===== src/include/alu_macros.svh =====
`ifndef ALU_MACROS_SVH
`define ALU_MACROS_SVH

// Datapath width, fixed by the architecture
`define ALU_WIDTH 8

// One BCD digit
`define ALU_NIBBLE 4

// Digits above this value need a decimal correction
`define ALU_BCD_MAX 9

`endif


===== src/logic/alu_pkg.sv =====
`default_nettype none

`include "alu_macros.svh"

package alu_pkg;

	typedef enum logic [2:0] {
		op_and,
		op_or,
		op_eor,
		op_sum,
		op_sr
	} alu_op_t;

	// B input source
	typedef enum logic [1:0] {
		bsrc_db,
		bsrc_ndb, // inverted data bus, used for subtract
		bsrc_adl
	} alu_bsrc_t;

	typedef struct packed {
		alu_op_t op;
		logic    decimal_add;
		logic    decimal_sub;
		logic    ac_load;
	} alu_ctrl_t;

	typedef struct packed {
		logic [`ALU_WIDTH-1:0] ai;
		logic [`ALU_WIDTH-1:0] bi;
	} alu_operands_t;

	typedef struct packed {
		logic [`ALU_WIDTH-1:0] res;
		logic                  half_carry; // carry out of bit 3, DC3 included
		logic                  avr;
	} alu_sum_t;

endpackage

`default_nettype wire


===== src/logic/alu_stage_if.sv =====
`default_nettype none

interface alu_stage_if #(
	parameter type data_t = logic
) ();
	import alu_pkg::*;

	logic      valid;
	data_t     data;
	alu_ctrl_t ctrl;
	logic      carry; // carry_in or acr, depending on the stage

	modport src (
		output valid,
		output data,
		output ctrl,
		output carry
	);

	modport dst (
		input valid,
		input data,
		input ctrl,
		input carry
	);

endinterface

`default_nettype wire


===== src/logic/alu_operand_latch.sv =====
`default_nettype none

`include "alu_macros.svh"

module alu_operand_latch (
	input  logic                  phi2,
	input  logic                  arst_n,
	input  logic                  op_strobe,
	input  alu_pkg::alu_op_t      op,
	input  logic                  ai_zero,
	input  alu_pkg::alu_bsrc_t    bsrc,
	input  logic [`ALU_WIDTH-1:0] sb,
	input  logic [`ALU_WIDTH-1:0] db,
	input  logic [`ALU_WIDTH-1:0] adl,
	input  logic                  carry_in,
	input  logic                  decimal_add,
	input  logic                  decimal_sub,
	input  logic                  ac_load,
	alu_stage_if.src              out
);
	import alu_pkg::*;

	alu_operands_t operands_d;
	alu_ctrl_t     ctrl_d;

	always_comb begin
		operands_d.ai = ai_zero ? '0 : sb;
		case (bsrc)
			bsrc_db:  operands_d.bi = db;
			bsrc_ndb: operands_d.bi = ~db;
			bsrc_adl: operands_d.bi = adl;
			default:  operands_d.bi = db; // unused code
		endcase
	end

	always_comb begin
		ctrl_d.op          = op;
		ctrl_d.decimal_add = decimal_add;
		ctrl_d.decimal_sub = decimal_sub;
		ctrl_d.ac_load     = ac_load;
	end

	always_ff @(posedge phi2 or negedge arst_n) begin
		if (!arst_n) begin
			out.valid <= 1'b0;
		end else begin
			out.valid <= op_strobe;
		end
	end

	// Operands only taken with a strobe
	always_ff @(posedge phi2) begin
		if (op_strobe) begin
			out.data  <= operands_d;
			out.ctrl  <= ctrl_d;
			out.carry <= carry_in;
		end
	end

endmodule

`default_nettype wire


===== src/logic/alu_logic_unit.sv =====
`default_nettype none

`include "alu_macros.svh"

module alu_logic_unit (
	input  logic     phi2,
	input  logic     arst_n,
	alu_stage_if.dst in,
	alu_stage_if.src out
);
	import alu_pkg::*;

	logic [`ALU_WIDTH-1:0] nands;
	logic [`ALU_WIDTH-1:0] nors;
	logic [`ALU_WIDTH-1:0] xors;
	logic [`ALU_WIDTH-1:0] sums;
	logic [`ALU_WIDTH-1:0] cout;
	logic                  c_prev;
	logic                  daa;
	logic                  dc3;
	logic                  dc7;
	logic                  avr_d;
	logic                  acr_d;
	alu_sum_t              sum_d;

	assign nands = ~(in.data.ai & in.data.bi);
	assign nors  = ~(in.data.ai | in.data.bi);
	assign xors  = in.data.ai ^ in.data.bi;

	// Decimal carries only take part in a decimal add
	assign daa = in.ctrl.decimal_add && (in.ctrl.op == op_sum);

	// Ripple chain, DC3 forced in at the top of the low digit
	always_comb begin
		c_prev = in.carry;
		dc3    = 1'b0;
		for (int i = 0; i < `ALU_WIDTH; i++) begin
			sums[i] = xors[i] ^ c_prev;
			cout[i] = ~nands[i] | (~nors[i] & c_prev);
			if (i == `ALU_NIBBLE - 1) begin
				dc3     = daa && (sums[`ALU_NIBBLE-1:0] > `ALU_BCD_MAX);
				cout[i] = cout[i] | dc3;
			end
			c_prev = cout[i];
		end
	end

	// Upper digit above 9, from the propagate terms and the chain
	assign dc7 = daa && (sums[`ALU_WIDTH-1 -: `ALU_NIBBLE] > `ALU_BCD_MAX);

	// Both inputs equal in bit 7 and carry into bit 7 differs from them
	assign avr_d = (cout[`ALU_WIDTH-2] & nors[`ALU_WIDTH-1]) |
		(~cout[`ALU_WIDTH-2] & ~nands[`ALU_WIDTH-1]);

	always_comb begin
		sum_d.res        = '0;
		sum_d.half_carry = 1'b0;
		sum_d.avr        = 1'b0;
		acr_d            = 1'b0;
		case (in.ctrl.op)
			op_and: sum_d.res = ~nands;
			op_or:  sum_d.res = ~nors;
			op_eor: sum_d.res = xors;
			op_sum: begin
				sum_d.res        = sums;
				sum_d.half_carry = cout[`ALU_NIBBLE-1];
				sum_d.avr        = avr_d;
				acr_d            = cout[`ALU_WIDTH-1] | dc7;
			end
			op_sr: begin
				sum_d.res = {1'b0, ~nands[`ALU_WIDTH-1:1]};
				acr_d     = ~nands[0]; // bit shifted out
			end
			default: sum_d.res = '0;
		endcase
	end

	always_ff @(posedge phi2 or negedge arst_n) begin
		if (!arst_n) begin
			out.valid <= 1'b0;
		end else begin
			out.valid <= in.valid;
		end
	end

	always_ff @(posedge phi2) begin
		if (in.valid) begin
			out.data  <= sum_d;
			out.ctrl  <= in.ctrl;
			out.carry <= acr_d;
		end
	end

endmodule

`default_nettype wire


===== src/logic/alu_bcd_adjust.sv =====
`default_nettype none

`include "alu_macros.svh"

module alu_bcd_adjust (
	input  logic                  phi2,
	input  logic                  arst_n,
	alu_stage_if.dst              in,
	output logic                  result_strobe,
	output logic [`ALU_WIDTH-1:0] result,
	output logic                  acr,
	output logic                  avr,
	output logic [`ALU_WIDTH-1:0] ac
);
	import alu_pkg::*;

	localparam int digits = `ALU_WIDTH / `ALU_NIBBLE;

	// Gap between a nibble and a BCD digit
	localparam logic [`ALU_NIBBLE-1:0] bcd_fix = `ALU_NIBBLE'd15 - `ALU_NIBBLE'd`ALU_BCD_MAX;

	logic                  daa;
	logic                  dsa;
	logic [digits-1:0]     digit_carry;
	logic [`ALU_WIDTH-1:0] adj_d;

	assign daa = in.ctrl.decimal_add && (in.ctrl.op == op_sum);
	assign dsa = in.ctrl.decimal_sub && (in.ctrl.op == op_sum);

	// Low digit from the half carry, high digit from acr
	assign digit_carry = {in.carry, in.data.half_carry};

	always_comb begin
		adj_d = in.data.res;
		for (int n = 0; n < digits; n++) begin
			if (daa && digit_carry[n]) begin
				adj_d[n*`ALU_NIBBLE +: `ALU_NIBBLE] =
					adj_d[n*`ALU_NIBBLE +: `ALU_NIBBLE] + bcd_fix;
			end else if (dsa && !digit_carry[n]) begin
				// Borrow from this digit, wraps mod 16
				adj_d[n*`ALU_NIBBLE +: `ALU_NIBBLE] =
					adj_d[n*`ALU_NIBBLE +: `ALU_NIBBLE] - bcd_fix;
			end
		end
	end

	always_ff @(posedge phi2 or negedge arst_n) begin
		if (!arst_n) begin
			result_strobe <= 1'b0;
			result        <= '0;
			acr           <= 1'b0;
			avr           <= 1'b0;
			ac            <= '0;
		end else begin
			result_strobe <= in.valid;
			if (in.valid) begin // Hold until the next result
				result <= adj_d;
				acr    <= in.carry;
				avr    <= in.data.avr;
				if (in.ctrl.ac_load) begin
					ac <= adj_d;
				end
			end
		end
	end

endmodule

`default_nettype wire


===== src/logic/alu_core.sv =====
`default_nettype none

`include "alu_macros.svh"

module alu_core (
	input  logic                  phi2,
	input  logic                  arst_n,
	input  logic                  op_strobe,
	input  alu_pkg::alu_op_t      op,
	input  logic                  ai_zero,
	input  alu_pkg::alu_bsrc_t    bsrc,
	input  logic [`ALU_WIDTH-1:0] sb,
	input  logic [`ALU_WIDTH-1:0] db,
	input  logic [`ALU_WIDTH-1:0] adl,
	input  logic                  carry_in,
	input  logic                  decimal_add,
	input  logic                  decimal_sub,
	input  logic                  ac_load,
	output logic                  result_strobe,
	output logic [`ALU_WIDTH-1:0] result,
	output logic                  acr,
	output logic                  avr,
	output logic [`ALU_WIDTH-1:0] ac
);
	import alu_pkg::*;

	alu_stage_if #(.data_t(alu_operands_t)) op_if ();  // carry is carry_in
	alu_stage_if #(.data_t(alu_sum_t))      res_if (); // carry is acr

	alu_operand_latch u_operand_latch (
		.phi2        (phi2),
		.arst_n      (arst_n),
		.op_strobe   (op_strobe),
		.op          (op),
		.ai_zero     (ai_zero),
		.bsrc        (bsrc),
		.sb          (sb),
		.db          (db),
		.adl         (adl),
		.carry_in    (carry_in),
		.decimal_add (decimal_add),
		.decimal_sub (decimal_sub),
		.ac_load     (ac_load),
		.out         (op_if.src)
	);

	alu_logic_unit u_logic_unit (
		.phi2   (phi2),
		.arst_n (arst_n),
		.in     (op_if.dst),
		.out    (res_if.src)
	);

	alu_bcd_adjust u_bcd_adjust (
		.phi2          (phi2),
		.arst_n        (arst_n),
		.in            (res_if.dst),
		.result_strobe (result_strobe),
		.result        (result),
		.acr           (acr),
		.avr           (avr),
		.ac            (ac)
	);

endmodule

`default_nettype wire


===== config.mk =====
export PLATFORM = sky130hd
export DESIGN_NAME = alu_core
export DESIGN_NICKNAME = d
export VERILOG_FILES = /design/src/logic/alu_pkg.sv /design/src/logic/alu_stage_if.sv /design/src/logic/alu_operand_latch.sv /design/src/logic/alu_logic_unit.sv /design/src/logic/alu_bcd_adjust.sv /design/src/logic/alu_core.sv
export VERILOG_INCLUDE_DIRS = /design/src /design/src/include
export SDC_FILE = /design/constraint.sdc
export NUM_CORES = 1
export LEC_CHECK = 0
export ABC_AREA = 0
export BUFFER_PORTS_ARGS = -buffer_cell sky130_fd_sc_hd__buf_2
export CORE_ASPECT_RATIO = 0.5
export CORE_MARGIN = 1.5
export CORE_UTILIZATION = 50
export CTS_CLUSTER_DIAMETER = 150
export DETAILED_ROUTE_END_ITERATION = 16
export PLACE_DENSITY = 0.73
export REMOVE_ABC_BUFFERS = 1
export SYNTH_ARGS = -nofsm -noshare
export SYNTH_HDL_FRONTEND = slang
export SYNTH_SLANG_ARGS = --single-unit

===== constraint.sdc =====
create_clock -name phi2 -period 5.08 [get_ports phi2]
set_input_delay 0.508 -clock phi2 [delete_from_list [all_inputs] [get_ports phi2]]
set_output_delay 0.508 -clock phi2 [all_outputs]
set_load 0.1 [all_outputs]

==> Implementation_results.wiki, run 1 <==
{| class="wikitable"
! Metric !! Value
|-
| Syn-to-layout area delta || 19.03%
|-
| Top-level I/O count || 56
|-
| TritonCTS Buffers || 9
|-
| Compound-Gate Fraction of Synth Area || about a tenth
|-
| Overall Global Routing Usage || approximately 18%
|-
| Status || complete, no violations
|-
| Count of input and output buffers || between 50 and 60
|-
| Worst hold margin || between 100 and 150 ps
|-
| Number of DRC violations after detailed-routing iteration 0 || around 190
|-
| Reg2reg start || u_operand_latch.out.data[0]
|-
| Tightest Pin Transition || 842.3 ps
|-
| Syn_area_per_cell || about 12 um^2
|-
| Remaining design rule violation count || 0
|-
| Clock net sink count || roughly 60
|-
| Fmax || approximately 220 MHz
|-
| Sum of met2 wire segment lengths after detailed routing || roughly 2700 um
|-
| Max-slew headroom || between 40% and 50%
|-
| First-pass GRT wire length || roughly 9400 um
|-
| Required time at the endpoint of the critical path || ~5100 ps
|-
| Post-CTS setup buffer count || 0
|-
| Synth warnings || 0
|-
| Highest fanout seen on the critical path || 3
|-
| Share of synthesized cell area in full adder, half adder and majority cells || 13.30%
|-
| Share of post-route cells with drive strength above 1 || between 20% and 30%
|-
| Crit. End Element || flip-flop
|-
| # diodes || 0
|-
| Initial core utilization || between 50% and 60%
|-
| Final clock period utilization by the worst path || between 80% and 90%
|-
| Number of placement rows || 20
|-
| Number of nets in the layout || a little under 400
|-
| Count of final max-slew check failures || 0
|-
| Via density per instance || about 5.2
|-
| Antenna viol nets, final || 0
|-
| Max-cap violations || 0
|-
| Multiplexer fraction of the synthesized cell area || under 10%
|-
| Via count || 2185
|-
| Main combinational cell family by area after synthesis || adder cells
|-
| Worst VDD drop || 219.7 uV
|-
| Buffer depth of the longest clock path || 2
|-
| Final-layout fill cell count || 518
|-
| Met3 Wirelength || 379 um
|-
| Path class of the lowest-slack min-delay path || input port to async pin
|-
| Category of the most critical setup path || flip-flop to flip-flop
|-
| CTS Root Buffer Type || sky130_fd_sc_hd__clkbuf_16
|-
| Largest area contributor in the netlist || sky130_fd_sc_hd__edfxtp_1
|-
| Number of levels the H-tree was split into || 3
|-
| Placed wire-length estimate || roughly 4400 um
|-
| Leading register cell type out of synthesis || sky130_fd_sc_hd__edfxtp_1
|-
| Count of state elements after synthesis || slightly above 60
|-
| Post-synthesis async set-or-reset flop share || between 30% and 40%
|-
| Setup Slack @ Placement || between 600 and 700 ps
|-
| Detailed Route WL || 5908 um
|-
| Final instance area || slightly below 4000 um^2
|-
| Slack of the worst reg-to-reg path || 590 ps
|-
| Static Leakage || 1.720 nW
|-
| Number of cells upsized or downsized after cts || 0
|-
| Worst setup SP type || flip-flop
|-
| Area enclosed by the die boundary || between 7000 and 8000 um^2
|-
| Commonest non-fill, non-tap cell in the layout || sky130_fd_sc_hd__buf_2
|-
| Total routed wire length on the met1 layer || approximately 2800 um
|-
| Number of failing hold endpoints at the final stage || 0
|-
| Endpoint arrival time on the critical path || 4560 ps
|-
| Aggregate global routing overflow || 0
|-
| Post-synth design cell area || between 3000 and 4000 um^2
|-
| Xor/xnor cell area share of the yosys netlist || 1.070%
|-
| Largest net degree at the start of global routing || 25
|-
| Clock slew at the register clock pins of the worst setup and hold paths || about 50 ps
|-
| WL/cell || ~14 um
|-
| Highest routing layer actually used || met4
|-
| Commonest cells after routing, fill and taps aside || sky130_fd_sc_hd__buf_2, sky130_fd_sc_hd__edfxtp_1, sky130_fd_sc_hd__inv_1
|-
| Cell types occupying the most area after synthesis || sky130_fd_sc_hd__edfxtp_1, sky130_fd_sc_hd__dfrtp_1, sky130_fd_sc_hd__ha_1
|-
| Cells after synthesis || approximately 270
|-
| Pwr dens || approximately 440 nW/um^2
|-
| 1st-pass router iterations || 4
|-
| Worst setup path start || u_operand_latch.out.data[0]
|-
| Vias in the first global route || between 2000 and 2500
|-
| Antenna violations before repair || 0
|-
| Routability cong. || 0.8267
|-
| Final WS setup || just under 600 ps
|-
| Setup TNS || 0 ps
|-
| RSZ-0062 raised after global routing || false
|-
| Total of hold buffers inserted after clock tree synthesis || 0
|-
| Clk_lat worst skew || 320 ps
|-
| Dpl cell area || around 3600 um^2
|-
| Shortest clock period the worst path allows after layout || 4493 ps
|-
| EDFF count, synth || 40
|-
| Chip Width || around 120 um
|-
| Total power || between 1.5 and 2 mW
|-
| Area share of the leading cell type in the synthesized netlist || 36.68%
|-
| Core region area || around 6200 um^2
|-
| Number of distinct standard cells referenced by the synthesized netlist || 33
|-
| Sequential fraction of the synthesis area || about 53%
|-
| Largest clock skew in the final design || 6.303 ps
|-
| Post-synthesis share of cell area spent on and, or, nand and nor gates || a little under a tenth
|-
| Overall die height || roughly 60 um
|-
| Final count of negative-setup-slack endpoints || 0
|-
| Clock tree from TritonCTS || done
|}
-- per-stage QoR --
step                utilization [%]  cells
floorplan                         -    262
global placement              58.23    405
detailed placement            58.23    405
CTS                           62.80    421
global route                  62.80    421
finish                        62.80    421
-- path summary, 6_finish.rpt --
| path | end | cells past startpoint |
|---|---|---|
| min in group phi2 | u_operand_latch.out.ctrl[5] | 1 |
| setup reg to reg | u_logic_unit.out.carry | 17 |
| hold / removal | u_bcd_adjust.result[5] | 1 |
| setup / recovery | u_logic_unit.out.carry | 17 |
| max in group asynchronous | u_bcd_adjust.acr | 1 |
| hold reg to reg | u_logic_unit.out.ctrl[1] | 0 |
-- synth_stat cells (2+ instances only) --
master / count
sky130_fd_sc_hd__fa_1: 8
sky130_fd_sc_hd__o211ai_1: 2
sky130_fd_sc_hd__nand3b_1: 7
sky130_fd_sc_hd__o22ai_1: 6
sky130_fd_sc_hd__a221oi_1: 8
sky130_fd_sc_hd__nand2_1: 9
sky130_fd_sc_hd__or3b_1: 2
sky130_fd_sc_hd__ha_1: 22
sky130_fd_sc_hd__or2b_1: 2
sky130_fd_sc_hd__nor2_1: 15
sky130_fd_sc_hd__buf_2: 4
sky130_fd_sc_hd__nor2b_1: 8
sky130_fd_sc_hd__xnor2_1: 4
sky130_fd_sc_hd__edfxtp_1: 40
sky130_fd_sc_hd__o311a_1: 2
sky130_fd_sc_hd__inv_1: 37
sky130_fd_sc_hd__mux2i_1: 7
sky130_fd_sc_hd__nand2b_1: 4
sky130_fd_sc_hd__o21ai_1: 2
sky130_fd_sc_hd__nand4b_1: 2
sky130_fd_sc_hd__o21ai_0: 5
sky130_fd_sc_hd__clkbuf_1: 7
sky130_fd_sc_hd__a31oi_1: 5
sky130_fd_sc_hd__dfrtp_1: 21
sky130_fd_sc_hd__or3b_2: 2
sky130_fd_sc_hd__mux2_2: 14
sky130_fd_sc_hd__a21oi_1: 22
-- registers in the layout, summed over array words and instances (netlist names) --
register                    flops
u_bcd_adjust.avr                1
u_bcd_adjust.acr                1
u_bcd_adjust.result             8
u_logic_unit.out.data          10
u_operand_latch.out.carry       1
u_logic_unit.out.carry          1
u_operand_latch.out.valid       1
u_operand_latch.out.ctrl        6
u_bcd_adjust.ac                 8
u_operand_latch.out.data       16
u_bcd_adjust.result_strobe      1
u_logic_unit.out.ctrl           6
u_logic_unit.out.valid          1
-- per-layer routing --
| metal | global-route usage (%) | up-vias |
|---|---|---|
| li1 | - | 1074 |
| met1 | 21.22 | 1019 |
| met2 | 29.83 | 82 |
| met3 | 7.443 | 10 |
| met4 | 4.762 | 0 |
| met5 | 0 | - |
-- critical path: stages (launching register included) --
cell	delay, ps
sky130_fd_sc_hd__edfxtp_1	430
sky130_fd_sc_hd__fa_1	450
sky130_fd_sc_hd__inv_1	80
sky130_fd_sc_hd__fa_1	160
sky130_fd_sc_hd__inv_1	50
sky130_fd_sc_hd__fa_1	360
sky130_fd_sc_hd__inv_1	80
sky130_fd_sc_hd__fa_1	410
sky130_fd_sc_hd__nand3b_1	180
sky130_fd_sc_hd__o21ai_0	230
sky130_fd_sc_hd__fa_1	230
sky130_fd_sc_hd__fa_1	160
sky130_fd_sc_hd__inv_1	50
sky130_fd_sc_hd__fa_1	420
sky130_fd_sc_hd__fa_1	520
sky130_fd_sc_hd__nand3b_1	120
sky130_fd_sc_hd__a21oi_1	80
sky130_fd_sc_hd__a31o_2	220
-- layout make-up --
| cell class | count | area (um^2) | share of cell area (%) |
|---|---|---|---|
| timing repair buffer | 55 | 275.3 | 7.063 |
| tap | 88 | 110.1 | 2.825 |
| multi-input combinational | 164 | 1363 | 34.96 |
| clock inverter | 1 | 5.005 | 0.1284 |
| sequential | 61 | 1727 | 44.30 |
| inverter | 37 | 138.9 | 3.563 |
| clock buffer | 15 | 279.0 | 7.159 |
-- where the power goes --
group / switching (mW) / total (mW) / internal, mW / leakage, nW
combinational: 0.365 / 0.503 / 0.138 / 0.949
sequential: 0.0564 / 0.664 / 0.608 / 0.633
clock: 0.187 / 0.559 / 0.372 / 0.139
-- logic make-up (layout without fill, tap and decap cells) --
logic type      Yosys count  count (layout)
flops                    61              61
compound gates           54              54
simple gates             54              54
buf+inv                  48             108
fa+ha+maj                30              30
mux                      22              22
xor+xnor                  4               4
No activity file was read; power rests on OpenSTA's default activity.
==> run 2, diff against run 1 <==
--- a/config.mk
+++ b/config.mk
@@ -13,7 +13,7 @@
 export CORE_UTILIZATION = 50
 export CTS_CLUSTER_DIAMETER = 150
 export DETAILED_ROUTE_END_ITERATION = 16
-export PLACE_DENSITY = 0.73
+export PLACE_DENSITY = 0.78
 export REMOVE_ABC_BUFFERS = 1
 export SYNTH_ARGS = -nofsm -noshare
 export SYNTH_HDL_FRONTEND = slang
==> run 2 against run 1 <==
  * Sequential power hardly changed
  * Sequential share of layout area is 0.085 points lower
  * Design area up 0.19%
  * Critical path depth is the same
  * Fmax up 1.1%
  * Via count decreased by 0.37%
  * Routed wire length is 0.42% higher
  * Total power is 1.2% higher
  * Non-clock buffer count unchanged
  * Global-route usage is 0.57 points higher
  * Core utilization is 0.12 points higher
  * Clock power grew 4.1%
  * Critical path type unchanged
  * Critical endpoint unchanged
  * Largest power group unchanged
==> Implementation_results.wiki, run 2 (synthesized netlist as in run 1, its figures left out) <==
{| class="wikitable"
! Metric !! Value
|-
| Status || complete, no violations
|-
| Number of nets in the layout || 395
|-
| Antenna viol nets, final || 0
|-
| Path class of the lowest-slack min-delay path || input port to async pin
|-
| Largest net degree at the start of global routing || 25
|-
| CTS Root Buffer Type || sky130_fd_sc_hd__clkbuf_16
|-
| Number of DRC violations after detailed-routing iteration 0 || 228
|-
| Syn-to-layout area delta || 19.26%
|-
| Final WS setup || 633.7 ps
|-
| Max FFs per register || 16
|-
| Overall die height || around 60 um
|-
| Antenna violations before repair || 0
|-
| Setup Slack @ Placement || roughly 680 ps
|-
| Largest clock skew in the final design || 4.261 ps
|-
| Commonest cells after routing, fill and taps aside || sky130_fd_sc_hd__buf_2, sky130_fd_sc_hd__edfxtp_1, sky130_fd_sc_hd__inv_1
|-
| Worst VDD drop || a little under 200 uV
|-
| Endpoint arrival time on the critical path || approximately 4500 ps
|-
| Fmax || ~220 MHz
|-
| Shortest clock period the worst path allows after layout || 4446 ps
|-
| Slack of the worst reg-to-reg path || about 630 ps
|-
| Number of cells upsized or downsized after cts || 0
|-
| Max-cap violations || 0
|-
| Aggregate global routing overflow || 0
|-
| Count of input and output buffers || 55
|-
| Total of hold buffers inserted after clock tree synthesis || 0
|-
| Commonest non-fill, non-tap cell in the layout || sky130_fd_sc_hd__buf_2
|-
| Overall Global Routing Usage || roughly 18%
|-
| Chip Width || ~120 um
|-
| Layout Cells excl Fill || 421
|-
| Area enclosed by the die boundary || 7073 um^2
|-
| Number of levels the H-tree was split into || 3
|-
| Setup TNS || 0 ps
|-
| Required time at the endpoint of the critical path || 5160 ps
|-
| Initial core utilization || 52.76%
|-
| Category of the most critical setup path || flip-flop to flip-flop
|-
| Buffer depth of the longest clock path || 2
|-
| Remaining design rule violation count || 0
|-
| Vias in the first global route || 2000
|-
| Placed wire-length estimate || around 4300 um
|-
| Final count of negative-setup-slack endpoints || 0
|-
| Top-level I/O count || 56
|-
| Via density per instance || between 5 and 6
|-
| Via count || around 2200
|-
| First-pass GRT wire length || a little under 10000 um
|-
| Max-slew headroom || a little over two fifths
|-
| Tightest Pin Transition || ~870 ps
|-
| Clock slew at the register clock pins of the worst setup and hold paths || 50 ps
|-
| Crit. End Element || flip-flop
|-
| Static Leakage || about 1.7 nW
|-
| Share of post-route cells with drive strength above 1 || 27.03%
|-
| Clock net sink count || 61
|-
| Final clock period utilization by the worst path || approximately 88%
|-
| Worst setup SP type || flip-flop
|-
| Core region area || a little over 6000 um^2
|-
| Highest fanout seen on the critical path || 3
|-
| Largest regs || u_operand_latch.out.data (16), u_logic_unit.out.data (10)
|-
| Detailed Route WL || between 5000 and 6000 um
|-
| Pwr dens || roughly 450 nW/um^2
|-
| Reg2reg start || u_operand_latch.out.data[0]
|-
| Critical R2R Capture || u_logic_unit.out.carry
|-
| Path depth of the worst reg2reg path || 17
|-
| 1st-pass router iterations || 4
|-
| RSZ-0062 raised after global routing || false
|-
| Post-CTS setup buffer count || 0
|-
| Placed Cells || ~410
|-
| WL/cell || 14.09 um
|-
| Routability cong. || about 0.83
|-
| TritonCTS Buffers || 9
|-
| # diodes || 0
|-
| Number of placement rows || 20
|-
| Count of final max-slew check failures || 0
|-
| Largest register by flop count || u_operand_latch.out.data
|-
| Clock tree from TritonCTS || done
|-
| Clk_lat worst skew || about 320 ps
|-
| Number of failing hold endpoints at the final stage || 0
|}
## run 2: changes by cell type in the layout (fill, tap and decap cells not counted), sizes merged
| cell | delta |
|---|---|
| clkbuf | -6 |
| clkinv | +5 |
| bufinv | +1 |
## run 2: how the worst max path moves through the flow
stage                           startpoint                      to  slack [ps]
6_report       u_operand_latch.out.data[0]  u_logic_unit.out.carry         630
5_1_grt        u_operand_latch.out.data[0]  u_logic_unit.out.carry         370
4_1_cts        u_operand_latch.out.data[0]  u_logic_unit.out.carry         660
3_5_place_dp   u_operand_latch.out.data[0]  u_logic_unit.out.carry         680
3_3_place_gp   u_operand_latch.out.data[0]  u_logic_unit.out.carry         800
2_1_floorplan  u_operand_latch.out.data[0]  u_logic_unit.out.carry         910
## run 2: critical path, cell delays in order, from the launching register on
cell	delay [ps]
sky130_fd_sc_hd__edfxtp_1	460
sky130_fd_sc_hd__fa_1	440
sky130_fd_sc_hd__inv_1	70
sky130_fd_sc_hd__fa_1	160
sky130_fd_sc_hd__inv_1	50
sky130_fd_sc_hd__fa_1	350
sky130_fd_sc_hd__inv_1	80
sky130_fd_sc_hd__fa_1	420
sky130_fd_sc_hd__nand3b_1	190
sky130_fd_sc_hd__o21ai_0	210
sky130_fd_sc_hd__fa_1	220
sky130_fd_sc_hd__fa_1	160
sky130_fd_sc_hd__inv_1	50
sky130_fd_sc_hd__fa_1	430
sky130_fd_sc_hd__fa_1	520
sky130_fd_sc_hd__nand3b_1	110
sky130_fd_sc_hd__a21oi_1	70
sky130_fd_sc_hd__a31o_2	210
## run 2: metrics by stage
| step | util (%) | power [mW] | hold WS, ps | cell area [um^2] |
|---|---|---|---|---|
| 2_1_floorplan | - | 1.062 | 212.4 | 3228 |
| 3_3_place_gp | 58.23 | 1.153 | 407.7 | 3613 |
| 3_5_place_dp | 58.23 | 1.173 | 407.1 | 3613 |
| 4_1_cts | 62.92 | 1.765 | 138.2 | 3905 |
| 5_1_grt | 62.92 | 1.829 | 162.8 | 3905 |
| 6_report | 62.92 | 1.746 | 131.8 | 3905 |
## run 2: power breakdown
part	total (mW)	switching [mW]	internal (mW)
clock	0.582	0.207	0.376
combinational	0.501	0.364	0.138
sequential	0.662	0.0552	0.607
total	1.75	0.625	1.12
## run 2: layer usage
| layer | wire [um] | share of wire (%) | track usage, % | up-vias |
|---|---|---|---|---|
| met2 | 2643 | 45 | 29.50 | 69 |
| li1 | - | - | - | 1077 |
| met1 | 2823 | 48 | 22.93 | 1020 |
| met5 | 0 | 0 | 0 | - |
| met3 | 357 | 6.0 | 6.298 | 11 |
| met4 | 109 | 1.8 | 7.407 | 0 |
## run 2: cell type report
class | count | area, um^2
clock inverter | 7 | 66.31
fill | 507 | 2301
sequential | 61 | 1727
clock buffer | 9 | 225.2
tap | 88 | 110.1
multi-input combinational | 164 | 1363
timing repair buffer | 55 | 275.3
inverter | 37 | 138.9
